**src/logic/rv_consts.svh**
```systemverilog
`ifndef RV_CONSTS_SVH
`define RV_CONSTS_SVH

// datapath widths.
`define XLEN        32
`define SHAMT_W     5
`define EXE_FUN_W   5

// alu function codes.
`define ALU_X       5'd0  // no operation, result is zero.
`define ALU_ADD     5'd1
`define ALU_SUB     5'd2
`define ALU_AND     5'd3
`define ALU_OR      5'd4
`define ALU_XOR     5'd5
`define ALU_SLL     5'd6
`define ALU_SRL     5'd7
`define ALU_SRA     5'd8
`define ALU_SLT     5'd9
`define ALU_SLTU    5'd10
`define ALU_JALR    5'd11 // op1 + op2 with bit 0 cleared.
`define ALU_COPY1   5'd12

// branch function codes share the same field as the alu codes.
`define BR_BEQ      5'd13
`define BR_BNE      5'd14
`define BR_BLT      5'd15
`define BR_BGE      5'd16
`define BR_BLTU     5'd17
`define BR_BGEU     5'd18

`endif

```
**src/logic/rv_types_pkg.sv**
```systemverilog
`default_nettype none

`include "rv_consts.svh"

package rv_types_pkg;

	// one architectural data word.
	typedef logic [`XLEN-1:0] word_t;

	// instruction address.
	typedef logic [`XLEN-1:0] pc_t;

	// shift amount, taken from the low bits of op2.
	typedef logic [`SHAMT_W-1:0] shamt_t;

endpackage

`default_nettype wire

```
**src/logic/ex_ctrl_pkg.sv**
```systemverilog
`default_nettype none

`include "rv_consts.svh"

package ex_ctrl_pkg;

	import rv_types_pkg::*;

	typedef logic [`EXE_FUN_W-1:0] exe_fun_t; // alu or branch code.
	typedef logic [4:0]            mem_wen_t; // zero means no store.
	typedef logic [3:0]            wb_sel_t;
	typedef logic [2:0]            csr_cmd_t;

	// decoded instruction as handed over by decode.
	typedef struct packed {
		pc_t      pc;
		exe_fun_t exe_fun;
		word_t    op1;
		word_t    op2;
		word_t    rs2_data;
		mem_wen_t mem_wen;
		wb_sel_t  wb_sel;
		csr_cmd_t csr_cmd;
		word_t    imm_i;
		word_t    imm_b;
	} ex_in_t;

	// registered result towards the memory stage.
	typedef struct packed {
		word_t    alu_out;
		logic     br_flg;
		pc_t      br_target;
		pc_t      pc;
		mem_wen_t mem_wen;
		wb_sel_t  wb_sel;
		word_t    rs2_data;
		word_t    op1_data;
		csr_cmd_t csr_cmd;
		word_t    imm_i;
	} ex_out_t;

endpackage

`default_nettype wire

```
**src/logic/alu_unit.sv**
```systemverilog
`default_nettype none
`timescale 1ns/100ps

`include "rv_consts.svh"

module alu_unit (
	input  ex_ctrl_pkg::exe_fun_t exe_fun,
	input  rv_types_pkg::word_t   op1,
	input  rv_types_pkg::word_t   op2,
	output rv_types_pkg::word_t   result
);

	import rv_types_pkg::*;

	shamt_t shamt;
	word_t  sum;
	word_t  diff;
	logic   lt_s;
	logic   lt_u;

	assign shamt = op2[`SHAMT_W-1:0]; // upper bits of op2 are ignored.
	assign sum   = op1 + op2;
	assign diff  = op1 - op2;
	assign lt_s  = $signed(op1) < $signed(op2);
	assign lt_u  = op1 < op2;

	always_comb begin
		case (exe_fun)
			`ALU_ADD: begin
				result = sum;
			end
			`ALU_SUB: begin
				result = diff;
			end
			`ALU_AND: begin
				result = op1 & op2;
			end
			`ALU_OR: begin
				result = op1 | op2;
			end
			`ALU_XOR: begin
				result = op1 ^ op2;
			end
			`ALU_SLL: begin
				result = op1 << shamt;
			end
			`ALU_SRL: begin
				result = op1 >> shamt;
			end
			`ALU_SRA: begin
				result = word_t'($signed(op1) >>> shamt);
			end
			`ALU_SLT: begin
				result = word_t'(lt_s);
			end
			`ALU_SLTU: begin
				result = word_t'(lt_u);
			end
			`ALU_JALR: begin
				result = sum & ~word_t'(1);
			end
			`ALU_COPY1: begin
				result = op1;
			end
			default: begin
				result = '0; // ALU_X and all branch codes.
			end
		endcase
	end

endmodule

`default_nettype wire

```
**src/logic/branch_unit.sv**
```systemverilog
`default_nettype none
`timescale 1ns/100ps

`include "rv_consts.svh"

module branch_unit (
	input  ex_ctrl_pkg::exe_fun_t exe_fun,
	input  rv_types_pkg::word_t   op1,
	input  rv_types_pkg::word_t   op2,
	input  rv_types_pkg::pc_t     pc,
	input  rv_types_pkg::word_t   imm_b,
	output logic                  taken,
	output rv_types_pkg::pc_t     target
);

	logic eq;
	logic lt_s;
	logic lt_u;

	assign eq   = op1 == op2;
	assign lt_s = $signed(op1) < $signed(op2);
	assign lt_u = op1 < op2;

	// computed for every instruction, only used when taken.
	assign target = pc + imm_b;

	always_comb begin
		case (exe_fun)
			`BR_BEQ: begin
				taken = eq;
			end
			`BR_BNE: begin
				taken = !eq;
			end
			`BR_BLT: begin
				taken = lt_s;
			end
			`BR_BGE: begin
				taken = !lt_s;
			end
			`BR_BLTU: begin
				taken = lt_u;
			end
			`BR_BGEU: begin
				taken = !lt_u;
			end
			default: begin
				taken = 1'b0; // alu ops never branch.
			end
		endcase
	end

endmodule

`default_nettype wire

```
**src/logic/ex_result_reg.sv**
```systemverilog
`default_nettype none
`timescale 1ns/100ps

module ex_result_reg (
	input  logic                clk,
	input  logic                rst_n,
	input  ex_ctrl_pkg::ex_in_t  cur,
	input  rv_types_pkg::word_t alu_result,
	input  logic                taken,
	input  rv_types_pkg::pc_t   target,
	output ex_ctrl_pkg::ex_out_t ex
);

	import ex_ctrl_pkg::*;

	ex_out_t ex_next;

	// gather the unit results and the side-band fields.
	always_comb begin
		ex_next           = '0;
		ex_next.alu_out   = alu_result;
		ex_next.br_flg    = taken;
		ex_next.br_target = target;
		ex_next.pc        = cur.pc;
		ex_next.mem_wen   = cur.mem_wen;
		ex_next.wb_sel    = cur.wb_sel;
		ex_next.rs2_data  = cur.rs2_data; // store data.
		ex_next.op1_data  = cur.op1;      // csr source.
		ex_next.csr_cmd   = cur.csr_cmd;
		ex_next.imm_i     = cur.imm_i;
	end

	always_ff @(posedge clk or negedge rst_n) begin
		if (!rst_n) begin
			ex <= '0; // no branch and no store out of reset.
		end else begin
			ex <= ex_next;
		end
	end

endmodule

`default_nettype wire

```
**src/logic/ex_stall_hold.sv**
```systemverilog
`default_nettype none
`timescale 1ns/100ps

module ex_stall_hold (
	input  logic               clk,
	input  logic               rst_n,
	input  logic               stall,
	input  ex_ctrl_pkg::ex_in_t dec,
	output ex_ctrl_pkg::ex_in_t cur
);

	import ex_ctrl_pkg::*;

	// bundle that was in the stage on the last edge.
	ex_in_t saved;

	// while frozen the old instruction runs again, new input is ignored.
	always_comb begin
		if (stall) begin
			cur = saved;
		end else begin
			cur = dec;
		end
	end

	// cur is stored every cycle, so a long stall keeps the same copy.
	always_ff @(posedge clk or negedge rst_n) begin
		if (!rst_n) begin
			saved <= '0; // stall right after reset gives a zero bundle.
		end else begin
			saved <= cur;
		end
	end

endmodule

`default_nettype wire

```
**src/logic/execute_stage.sv**
```systemverilog
`default_nettype none
`timescale 1ns/100ps

module execute_stage (
	input  logic                 clk,
	input  logic                 rst_n,
	input  logic                 stall,
	input  ex_ctrl_pkg::ex_in_t  dec,
	output ex_ctrl_pkg::ex_out_t ex
);

	import rv_types_pkg::*;
	import ex_ctrl_pkg::*;

	ex_in_t cur;        // instruction executed this cycle.
	word_t  alu_result;
	logic   taken;
	pc_t    target;

	ex_stall_hold u_hold (
		.clk   (clk),
		.rst_n (rst_n),
		.stall (stall),
		.dec   (dec),
		.cur   (cur)
	);

	alu_unit u_alu (
		.exe_fun (cur.exe_fun),
		.op1     (cur.op1),
		.op2     (cur.op2),
		.result  (alu_result)
	);

	branch_unit u_branch (
		.exe_fun (cur.exe_fun),
		.op1     (cur.op1),
		.op2     (cur.op2),
		.pc      (cur.pc),
		.imm_b   (cur.imm_b),
		.taken   (taken),
		.target  (target)
	);

	// the only register stage between dec and ex.
	ex_result_reg u_result (
		.clk        (clk),
		.rst_n      (rst_n),
		.cur        (cur),
		.alu_result (alu_result),
		.taken      (taken),
		.target     (target),
		.ex         (ex)
	);

endmodule

`default_nettype wire

```
**config.mk**
```make
export PLATFORM = sky130hd
export DESIGN_NAME = execute_stage
export DESIGN_NICKNAME = d
export VERILOG_FILES = /design/src/logic/rv_types_pkg.sv /design/src/logic/ex_ctrl_pkg.sv /design/src/logic/alu_unit.sv /design/src/logic/branch_unit.sv /design/src/logic/ex_result_reg.sv /design/src/logic/ex_stall_hold.sv /design/src/logic/execute_stage.sv
export VERILOG_INCLUDE_DIRS = /design/src /design/src/logic
export SDC_FILE = /design/constraint.sdc
export NUM_CORES = 1
export LEC_CHECK = 0
export ABC_CLOCK_PERIOD_IN_PS = 3810
export BUFFER_PORTS_ARGS = -buffer_cell sky130_fd_sc_hd__buf_4
export CORE_MARGIN = 2
export CORE_UTILIZATION = 40
export CTS_BUF_LIST = sky130_fd_sc_hd__clkbuf_4
export CTS_CLUSTER_SIZE = 40
export DETAILED_ROUTE_END_ITERATION = 10
export SYNTH_ARGS = -nofsm -noshare
export SYNTH_HDL_FRONTEND = slang
export SYNTH_SLANG_ARGS = --single-unit
```
**constraint.sdc**
```tcl
create_clock -name clk -period 3.81 [get_ports clk]
set_input_delay 0.1905 -clock clk [delete_from_list [all_inputs] [get_ports clk]]
set_output_delay 0.1905 -clock clk [all_outputs]
set_load 0.02 [all_outputs]
```
# --- Yosys cells after proc, flatten, opt, wreduce, memory -nomap -nowiden ---
# Index checks and enable logic that the tools add are counted.
# W data, S select, Z words.
word_totals:
  register_bits: 274
  output_inout_bits: 205
classes:
  eq_ne: 19
  reduce_logical: 3
  bitwise_logic: 3
  shifts: 3
  add_sub_neg: 3
  order_cmp: 2
  n_mux: 3
ops:
  columns: ["operator", "count"]
  rows:
  - ["$pmux W32 S12", 1]
  - ["$mux W209", 1]
  - ["$add A32 B32 Y32", 2]
  - ["$lt A32 B32 Y1", 2]
  - ["$eq A5 B4 Y1 const B", 8]
  - ["$and A32 B32 Y32", 1]
  - ["$eq A32 B32 Y1", 1]
  - ["$or A32 B32 Y32", 1]
  - ["$shl A32 B5 Y32", 1]
  - ["$shr A32 B5 Y32", 1]
  - ["$sshr A32 B5 Y32", 1]
  - ["$sub A32 B32 Y32", 1]
  - ["$xor A32 B32 Y32", 1]
  - ["$eq A5 B3 Y1 const B", 4]
  - ["$eq A5 B5 Y1 const B", 3]
  - ["$eq A5 B2 Y1 const B", 2]
  - ["$pmux W1 S6", 1]
  - ["$eq A5 B1 Y1 const B", 1]
  - ["$logic_not A1 Y1", 3]

# --- Logic depth before layout (Yosys ltp) ---
# Gate-level depths: netlist of run 1.
depth:
  word_depth: 4
  depth_mapped: 19
  depth_no_buf: 14

# --- Cells and area by module ---
# Synthesis of run 1 repeated with hierarchy kept, for this count alone.
unflattened:
  cells_unflattened: 2343
  area_unflattened_um2: 24827.6
modules_own_cells:
  columns: ["mod", "area_per_inst_um2", "seq_area_each_um2", "cells_each", "instances"]
  rows:
  - ["alu_unit", 8916.1, 0.0, 1343, 1]
  - ["ex_stall_hold", 8189.1, 5230.0, 441, 1]
  - ["ex_result_reg", 5129.9, 5129.9, 205, 1]
  - ["branch_unit", 2592.5, 0.0, 354, 1]

# --- Least setup slack after synthesis of run 1 ---
# No wires, ideal clock.
synth_timing:
  path_type: "in2reg"
  from: "input port stall"
  to: "register u_result.ex[199] (netlist name)"
  path_slack_ns: -0.763
  arrival_time_ns: 4.429
  t_required_ns: 3.666
  path_stages: 17
  setup_ns: 0.144
  path_buffers: 6
  cell_sequence: "buf_6 -> buf_6 -> buf_6 -> buf_2 -> buf_1 -> buf_1 -> mux2i_1 -> ha_1 -> or4_1 -> or3_1 -> or2_0 -> o221ai_2 -> or4b_1 -> a31oi_2 -> o311a_1 -> a221oi_1 -> o2111ai_1"
synth_via:
  elab_chain_len: 3
synth_lines:
  columns: ["item", "line", "text"]
  rows:
  - ["start: declaration", "execute_stage.sv:7", "input logic stall,"]
  - ["$mux W209 *", "ex_stall_hold.sv:19", "if (stall) begin"]
  - ["$add A32 B32 Y32, or another cell as far along", "alu_unit.sv:22", "assign sum = op1 + op2;"]
  - ["$pmux W32 S12 *", "alu_unit.sv:28", "case (exe_fun)"]
  - ["named net alu_result[26]", "execute_stage.sv:16", "word_t alu_result;"]
# Mark *: on every way through the listed nets, which the timed path passes. The rest lies on a longest branch.
# A chain may end at the register's enable or synchronous reset.

# --- Worst setup path in the final report of run 1 ---
layout_timing:
  from: "register u_hold.saved[108] in the netlist's numbering"
  to: "register u_result.ex[194] (netlist name)"
layout_via:
  elab_chain_len: 3
layout_lines:
  columns: ["item", "line", "text"]
  rows:
  - ["start: declaration", "ex_stall_hold.sv:15", "ex_in_t saved;"]
  - ["start signal: assignment", "ex_stall_hold.sv:31", "saved <= cur;"]
  - ["$mux W209 *", "ex_stall_hold.sv:19", null]
  - ["$add A32 B32 Y32, or another cell as far along", "alu_unit.sv:22", null]
  - ["$pmux W32 S12 *", "alu_unit.sv:28", null]
  - ["named net alu_result[21]", "execute_stage.sv:16", null]
# Marked as above.

==> impl_metrics.toml, run 1 <==
[placement]
place_area_um2 = 25400
dp_slack_ns = -0.435
dp_cells = 3345
port_buffers = 416
gp_congestion = 0.984
place_hpwl_mm = 62.4

[finish]
final_common_cell = "buf_4"
area_growth_pct = 38.1
final_area_um2 = 28600
final_util = 0.558
fillCellCount = 4679
final_cells = 3699
regArea_um2 = 6860
multi_input_area_um2 = 12100
drive_above_1_share = 0.337
fin_nets = 3308
final_cell_mix = "buf_4, dfrtp_1, dlygate4sd3_1"

[synthesis]
synth-edff-count = 0
synth.largest_area_cell = "dfrtp_1"
synthFlopType = "dfrtp_1"
synth_top_area_frac = 0.331
synth.distinct_cells = 83
yosys_warnings = 0
synth_area_um2 = 20700
synthTopCellsByArea = "dfrtp_1, mux2i_1, mux2_2"
async_flop_share = 1.00
postSynthAreaPerCell_um2 = 9.21
seq_area_frac_synth = 0.331
ys_seq_elements = 274
synthCells = 2248
synth_nets = 2593

[drt]
drcViolationCount = 0
wl_mm = 84.0
vias = 20792
ant_nets = 0
dr.pass1.iters = 6
viasPerCell = 5.62
drt_iter0_markers = 1717
wl_per_cell_um = 22.7

[clocking]
root_buffer = "clkbuf_4"
clock_latency_ns = 0.85
cts_num_sinks = 274
cts_buffers = 81
cts_tree = "built"
postCtsSetupBuffers = 0
clk_pin_slew_worst_paths_ns = 0.06
clk_path_buf_depth = 3
h-tree-depth = 3

[floorplan]
initial_utilization = 0.404
coreArea_um2 = 51300
fp.dieH_um = 232
io_pins = 417
die_area_um2 = 53600
row_count = 83
die_w_um = 232

[global_route]
grt_start_max_net_pins = 88
antenna_found_initial = 2
grt_pass1_wl_mm = 127
grt_usage = 0.308
grt_pass1_vias = 21259
grt_overflow = 0

[sta]
timing.final.ws_setup_ns = 0.130
fin_crit_ns = 3.68
slew_violations = 0
fmax_ghz = 0.272
hold_viol = 0
setup_viol = 0
skew_ns = 0.0670
timing.hold.ws_ns = 0.0356
worst_pin_slew_ns = 0.835
period_share = 0.966
relSlewSlack = 0.437

[power_and_ir_drop]
leakagePower_nw = 13.5
power.density_nw_per_um2 = 419
ir_worst_vdd_v = 0.000301

[setup_path]
worstSetupStartpointType = "flip-flop"
crit_type = "reg -> reg"
worst_ep_required_time_ns = 4.51
end_kind = "flip-flop"
critical_path_arrival_ns = 4.37
crit_fanout = 4

[worst_hold_path]
hp-class = "in -> reg"

[job]
drv_cap = 0

[run_status]
outcome = "finished clean"
==> routing by layer <==
layer | up-vias | track usage | wire, µm
li1 | 9525 | - | -
met1 | 10117 | 0.396 | 34900
met2 | 954 | 0.485 | 38300
met3 | 194 | 0.0886 | 7610
met4 | 2 | 0.129 | 3150
met5 | - | 0 | 18
==> worst paths after layout <==
kind,from,to,slack [ns],cells after the start
max in group asynchronous,rst_n,u_hold.saved[110],1.99,4
worst min register to register,u_hold.saved[12],u_hold.saved[12],0.50,1
worst min-delay path,stall,u_result.ex[37],0.04,5
worst max-delay path,u_hold.saved[108],u_result.ex[194],0.13,14
min in group asynchronous,rst_n,u_hold.saved[115],0.51,3
worst max register to register,u_hold.saved[108],u_result.ex[194],0.13,14
==> synth_stat cells, types with 6 or more instances <==
library cell / count
a222oi_1: 6
nor2_1: 150
o211ai_1: 29
and2_1: 11
a221o_1: 13
buf_2: 25
o21bai_1: 30
clkbuf_1: 80
a22oi_1: 13
o2111ai_1: 9
a21oi_1: 142
a211oi_1: 23
mux2_2: 151
nand2b_1: 18
or3_1: 7
o21a_1: 9
nand3_1: 40
dfrtp_1: 274
ha_1: 130
o221ai_1: 19
o31a_1: 8
nand4_1: 13
mux2i_1: 172
nor3_1: 50
and3_1: 11
xnor2_1: 22
buf_1: 17
o21ai_0: 116
or4_1: 6
nand2_1: 143
a21o_1: 22
a31oi_1: 27
nor4_1: 6
o22ai_1: 30
or2_2: 13
buf_4: 142
a221oi_1: 23
xor2_1: 10
nor2b_1: 19
inv_1: 109
o31ai_1: 6
a211o_1: 11
==> cell type report <==
cell class                      count  share of cell area
Clock buffer                      118              0.0310
Multi-Input combinational cell   1596               0.422
Clock inverter                     20             0.00420
Tap cell                          680              0.0297
Inverter                          111              0.0146
Antenna cell                        1           0.0000875
Timing Repair Buffer              899               0.259
Sequential cell                   274               0.240
==> timing repair <==
| item | 4_1_cts | 5_1_grt |
|---|---|---|
| endpoints found under the setup margin | 0 | 8 |
| hold buffers | 215 | 0 |
| gates resized for setup | 0 | 9 |
| endpoints found under the hold margin | 485 | 0 |
==> kinds of logic (layout without fill, tap and decap cells) <==
| logic type | count (synthesis) | count (layout) | share of synthesized area |
|---|---|---|---|
| AOI/OAI and AO/OA | 597 | 597 | 0.194 |
| xor gates and xnor gates | 32 | 32 | 0.0135 |
| adders and majority gates | 133 | 133 | 0.0814 |
| buffers and inverters | 378 | 1148 | 0.0968 |
| DFF | 274 | 274 | 0.331 |
| muxes | 326 | 326 | 0.168 |
| other | 0 | 1 | 0 |
| and+or+nand+nor | 508 | 508 | 0.115 |
==> registers in the layout, summed over array words and instances, names as in the netlist <==
register,cells
u_result.ex,202
u_hold.saved,72
==> metrics by stage <==
stage	power, mW	setup TNS, ns
after floorplan	6.73	-0.0107
after global placement	8.84	-0.526
after detailed placement	8.86	-0.646
after CTS	12.0	0
after global routing	12.7	-0.0108
final	12.0	0
==> power breakdown <==
group          leakage (nW)  internal [mW]  switching (mW)
combinational          9.71           2.38            3.17
sequential             3.24           3.36           0.220
clock                 0.592           1.48            1.36
total                  13.5           7.22            4.75
==> worst max-delay path, stage by stage, from the launching register on <==
cell and delay [ns]:
dfrtp_1 0.40, mux2i_4 0.16, inv_2 0.06, buf_4 0.14
ha_1 0.22, o21ba_2 0.25, or4_4 0.53, a21oi_4 0.21
o21ai_2 0.12, a2111oi_4 0.39, buf_4 0.20, o211ai_1 0.08
and2_1 0.24, o221a_2 0.29, o21ai_0 0.27
No activity file was read; power rests on OpenSTA's default activity.
==> run 2, diff against run 1 <==
--- a/config.mk
+++ b/config.mk
@@ -13,6 +13,7 @@
 export CTS_BUF_LIST = sky130_fd_sc_hd__clkbuf_4
 export CTS_CLUSTER_SIZE = 40
 export DETAILED_ROUTE_END_ITERATION = 10
+export PLACE_DENSITY = 0.62
 export SYNTH_ARGS = -nofsm -noshare
 export SYNTH_HDL_FRONTEND = slang
 export SYNTH_SLANG_ARGS = --single-unit
==> run 2 against run 1 <==
Die area unchanged. Non-clock buffer count is 3 higher. Final area increased by 0.28%. Register-to-register slack hardly changed. Hold slack gained 0.027 ns. Clock power hardly changed. Total power is 0.26% higher.
==> impl_metrics.toml, run 2 (synthesis gave the netlist of run 1 again) <==
[finish]
fillCellCount = 4481
top_regs = "u_result.ex x202, u_hold.saved x72"
fin_nets = 3310
final_area_um2 = 28700
regArea_um2 = 6860
drive_above_1_share = 0.335
final_common_cell = "buf_4"
largest_register_ffs = 202
area_growth_pct = 38.5
regMostFlops = "u_result.ex"
multi_input_area_um2 = 12100
final_cell_mix = "buf_4, dfrtp_1, dlygate4sd3_1"

[setup_path]
cp_top_family = "compound AO/OA/AOI/OAI gates"
r2r_end = "u_result.ex[196]"
crit_fanout = 4
critical_path_buf_inv_count = 2
rr_startpoint = "u_hold.saved[108]"
ff2ff_path_depth = 13
crit_path_cell_trace = "mux2i_4, inv_2, buf_4, ha_1, o21ba_2, or4_4, a21oi_4, o21ai_2, a2111oi_4, o211ai_1, and2_1, o311ai_0, o211ai_1"
end_kind = "flip-flop"
worst_ep_required_time_ns = 4.52
slowest_delay_ns = 0.55
worstSetupStartpointType = "flip-flop"
slowest_stage = "a2111oi_4"
crit_type = "reg -> reg"
cp_common_cell = "o211ai_1"
regToRegSetupSlack_ns = 0.14
critical_path_arrival_ns = 4.38

[placement]
place_hpwl_mm = 62.1
port_buffers = 416
place_area_um2 = 25400
gp_congestion = 0.982

[drt]
wl_per_cell_um = 22.8
wl_mm = 84.7
dr.pass1.iters = 6
drt_iter0_markers = 1939
drcViolationCount = 0
vias = 21040
ant_nets = 0
viasPerCell = 5.68

[sta]
setup_viol = 0
relSlewSlack = 0.258
skew_ns = 0.0575
tns_ns = 0
timing.hold.ws_ns = 0.0627
fmax_ghz = 0.273
period_share = 0.963
fin_crit_ns = 3.67
rsz0062_at_grt = "no"
hold_viol = 0
worst_pin_slew_ns = 1.11
slew_violations = 0

[clocking]
h-tree-depth = 3
postCtsSetupBuffers = 0
clk_pin_slew_worst_paths_ns = 0.07
cts_buffers = 80
root_buffer = "clkbuf_4"
clk_path_buf_depth = 3
cts_num_sinks = 274
cts_tree = "built"
clock_latency_ns = 0.87

[global_route]
grt_usage = 0.312
grt_pass1_wl_mm = 129
grt_overflow = 0
antenna_found_initial = 1
grt_start_max_net_pins = 79
grt_pass1_vias = 21506

[worst_hold_path]
holdPathStages = 5
hp-class = "in -> reg"
holdPathEnd = "u_result.ex[36]"
hp-start = "stall"

[floorplan]
die_w_um = 232
coreArea_um2 = 51300
io_pins = 417
die_area_um2 = 53600
row_count = 83
initial_utilization = 0.404
fp.dieH_um = 232

[job]
drv_cap = 0

[run_status]
outcome = "finished clean"

[power_and_ir_drop]
power.density_nw_per_um2 = 419
finalPower_mw = 12.0
leakagePower_nw = 13.6
ir_worst_vdd_v = 0.000411
==> run 2: cell count changes in the layout (fill, tap and decap cells not counted), moves of 2 or more <==
cell	before	now
clkbuf_4	118	108
buf_4	673	665
clkinv_2	1	9
dlygate4sd3_1	215	222
buf_12	9	13
clkinv_1	14	18
o41ai_2	1	4
clkinvlp_4	2	0
inv_6	1	3
inv_8	0	2
nor3_1	48	50
nor3_2	2	0
o41ai_1	2	0
==> run 2: stage by stage <==
stage,instances,util,setup WS [ns]
floorplan,2248,-,-0.0107
global placement,3340,0.495,-0.143
detailed placement,3340,0.495,-0.150
CTS,3705,0.558,0.132
global route,3707,0.559,0.0222
finish,3707,0.559,0.142
==> run 2: report_power, final <==
part / internal [mW] / leakage [nW] / switching, mW
Clock: 1.35 / 0.597 / 1.50
Sequential: 3.36 / 3.24 / 0.231
Combinational: 2.38 / 9.75 / 3.19
==> run 2: how the worst max path moves through the flow <==
stage          slack (ns)               end  depth (start not counted)         startpoint
2_1_floorplan       -0.01  u_result.ex[199]                         17              stall
3_3_place_gp        -0.14  u_result.ex[172]                         14              stall
3_5_place_dp        -0.15  u_result.ex[172]                         14              stall
4_1_cts              0.13  u_result.ex[201]                         16    u_result.ex[35]
5_1_grt              0.02  u_result.ex[199]                         16    u_result.ex[35]
6_report             0.14  u_result.ex[196]                         13  u_hold.saved[108]
==> run 2: layout make-up <==
cell class	count	area share
tap	680	0.0297
sequential	274	0.239
timing repair buffer	902	0.262
clock inverter	34	0.00650
multi-input combinational	1596	0.420
clock buffer	108	0.0283
inverter	111	0.0145
antenna	2	0.000174
==> run 2: worst reg2reg max path, stage by stage, from the launching register on <==
cell	delay (ns)
dfrtp_1	0.39
mux2i_4	0.16
inv_2	0.06
buf_4	0.13
ha_1	0.23
o21ba_2	0.24
or4_4	0.53
a21oi_4	0.22
o21ai_2	0.12
a2111oi_4	0.56
o211ai_1	0.14
and2_1	0.25
o311ai_0	0.34
o211ai_1	0.18
==> run 2: metal layers <==
metal | track usage | vias to the layer above | wire [µm]
li1 | - | 9506 | -
met1 | 0.405 | 10366 | 34900
met2 | 0.508 | 966 | 39900
met3 | 0.0632 | 202 | 6720
met4 | 0.124 | 0 | 3150
met5 | 0 | - | 0
==> run 2: what timing repair did <==
item	4_1_cts	5_1_grt
hold buffers	223	0
endpoints found under the setup margin	0	8
hold endpoints to repair	441	0
resized for setup	0	7
==> run 3, diff against run 2 <==
--- a/config.mk
+++ b/config.mk
@@ -6,6 +6,7 @@
 export SDC_FILE = /design/constraint.sdc
 export NUM_CORES = 1
 export LEC_CHECK = 0
+export ABC_AREA = 1
 export ABC_CLOCK_PERIOD_IN_PS = 3810
 export BUFFER_PORTS_ARGS = -buffer_cell sky130_fd_sc_hd__buf_4
 export CORE_MARGIN = 2
@@ -13,7 +14,7 @@
 export CTS_BUF_LIST = sky130_fd_sc_hd__clkbuf_4
 export CTS_CLUSTER_SIZE = 40
 export DETAILED_ROUTE_END_ITERATION = 10
-export PLACE_DENSITY = 0.62
+export PLACE_DENSITY = 0.61
 export SYNTH_ARGS = -nofsm -noshare
 export SYNTH_HDL_FRONTEND = slang
 export SYNTH_SLANG_ARGS = --single-unit
==> run 3 against run 2 <==
Setup slack improved by 0.25 ns. Clock-buffer cell count rose by 4. Via count rose by 26%. Maximum frequency rose by 7.4%. Area after synthesis rose by 9.6%. Hold slack got worse by 0.020 ns. Register-to-register slack improved by 0.41 ns.
==> impl_metrics.toml, run 3 <==
[run_status]
outcome = "finished clean"

[drt]
vias = 26412
viasPerCell = 5.35
wl_per_cell_um = 22.5
drcViolationCount = 0
dr.pass1.iters = 9
ant_nets = 0
wl_mm = 111
drt_iter0_markers = 2951

[setup_path]
worst_ep_required_time_ns = 4.50
slowest_stage = "dlygate4sd3_1"
worstSetupStartpointType = "primary input"
end_kind = "flip-flop"
slowest_delay_ns = 0.55
crit_fanout = 70
crit_path_cell_trace = "dlygate4sd3_1, buf_6, inv_6, buf_12, nand2_1, nand2_1, inv_1, ha_1, nand2_1, nor2_1, nand3_1, nand3_1, nand2_1, a21oi_1, nor2_1, nor2_1, nand3_1"
critical_path_arrival_ns = 4.10
cp_common_cell = "nand2_1"
crit_type = "in -> reg"

[clocking]
h-tree-depth = 3
cts_num_sinks = 274
clock_latency_ns = 0.84
clk_pin_slew_worst_paths_ns = 0.06
postCtsSetupBuffers = 0
cts_buffers = 84
root_buffer = "clkbuf_4"
cts_tree = "built"
clk_path_buf_depth = 3

[synthesis]
post-synth-top-count-cell = "nand2_1"
synth_nets = 3856
synth.largest_area_cell = "dfrtp_1"
synthFlopType = "dfrtp_1"
synth_area_um2 = 22700
yosys_warnings = 0
ys_seq_elements = 274
synthTopCellsByArea = "dfrtp_1, nand2_1, nand3_1"
synth.distinct_cells = 46
postSynthAreaPerCell_um2 = 6.47
synth-edff-count = 0
seq_area_frac_synth = 0.302
synth_top_area_frac = 0.302
async_flop_share = 1.00
synthCells = 3511
synth_common_cells = "nand2_1, nand3_1, inv_1, dfrtp_1, nor2_1"

[global_route]
busiest_layer = "met2"
antenna_found_initial = 4
grt_pass1_wl_mm = 163
grt_usage = 0.370
grt_pass1_vias = 25695
use_met2 = 0.576
use_met3 = 0.0823
grt_start_max_net_pins = 115
grt_overflow = 0
grt_use_met1 = 0.482

[finish]
area_growth_pct = 30.9
multi_input_area_um2 = 12900
regArea_um2 = 6860
regMostFlops = "u_result.ex"
final_area_um2 = 29700
fin_nets = 4472
fillCellCount = 5699
largest_register_ffs = 202
drive_above_1_share = 0.172
final_common_cell = "nand2_1"
top_regs = "u_result.ex x202, u_hold.saved x72"
final_cell_mix = "nand2_1, buf_4, nand3_1"

[sta]
rsz0062_at_grt = "no"
setup_viol = 0
tns_ns = 0
timing.final.ws_setup_ns = 0.397
worst_pin_slew_ns = 1.01
timing.hold.ws_ns = 0.0428
fmax_ghz = 0.293
period_share = 0.896
hold_viol = 0
fin_crit_ns = 3.41
slew_violations = 0
relSlewSlack = 0.326
skew_ns = 0.0435

[worst_hold_path]
hp-class = "in -> async"

[power_and_ir_drop]
leakagePower_nw = 16.1
finalPower_mw = 11.3
ir_worst_vdd_v = 0.000257
power.density_nw_per_um2 = 380

[floorplan]
die_w_um = 242
die_area_um2 = 58700
fp.dieH_um = 242
initial_utilization = 0.404
row_count = 87
coreArea_um2 = 56300
io_pins = 417

[placement]
dp_slack_ns = 0.244
port_buffers = 416
place_area_um2 = 25800
gp_congestion = 1.08
place_hpwl_mm = 86.7

[job]
drv_cap = 0
[run 3: area by class of cell]
type,count,share of cell area
repair buffers,801,0.229
flip-flops and latches,274,0.231
clock inverters,21,0.00463
diodes,4,0.000337
clock buffers,112,0.0283
multi-input cells,2634,0.433
well taps,756,0.0318
inverters,332,0.0422
[run 3: worst paths after layout]
check	from	end	slack (ns)	cells after the start
max	stall	u_result.ex[190]	0.40	17
min	rst_n	u_hold.saved[18]	0.04	2
max reg2reg	u_hold.saved[136]	u_result.ex[204]	0.55	12
min reg2reg	u_result.ex[15]	u_result.ex[15]	0.48	2
max in group asynchronous	rst_n	u_result.ex[108]	2.76	3
min in group clk	dec[163]	u_result.ex[58]	0.04	4
[run 3: cell families after synthesis]
kind of cell               after synthesis  synth area share
AOI/OAI and AO/OA                      344            0.0857
xor gates and xnor gates                32            0.0123
adders and majority gates              133            0.0743
buffers and inverters                  603             0.132
DFF                                    274             0.302
and+or+nand+nor                       2125             0.393
[run 3: worst max-delay path, delay by kind of cell]
family / cells / cell delay [ns]
AOI/OAI and AO/OA: 1 / 0.13
adders and majority gates: 1 / 0.43
buffers and inverters: 5 / 1.43
and+or+nand+nor: 10 / 1.92
[run 3: layer usage]
layer,up-vias,share of wire
met3,318,0.093
met1,12406,0.41
met2,1352,0.44
met4,6,0.057
li1,12330,-
met5,-,0.00041
[run 3: through the flow]
stage | cells | utilization
floorplan | 3511 | -
global placement | 4507 | 0.459
global route | 4931 | 0.528
finish | 4934 | 0.528
CTS | 4930 | 0.528
detailed placement | 4507 | 0.459
[run 3: timing repair]
item / CTS / global route
hold endpoints to repair: 355 / 0
hold buffers: 290 / 0
endpoints found under the setup margin: 0 / 0
resized for setup: 0 / 0
[run 3: where the power goes]
part	total [mW]	internal, mW	switching [mW]
Sequential	3.47	3.28	0.189
Combinational	5.00	1.73	3.27
Clock	2.84	1.43	1.41
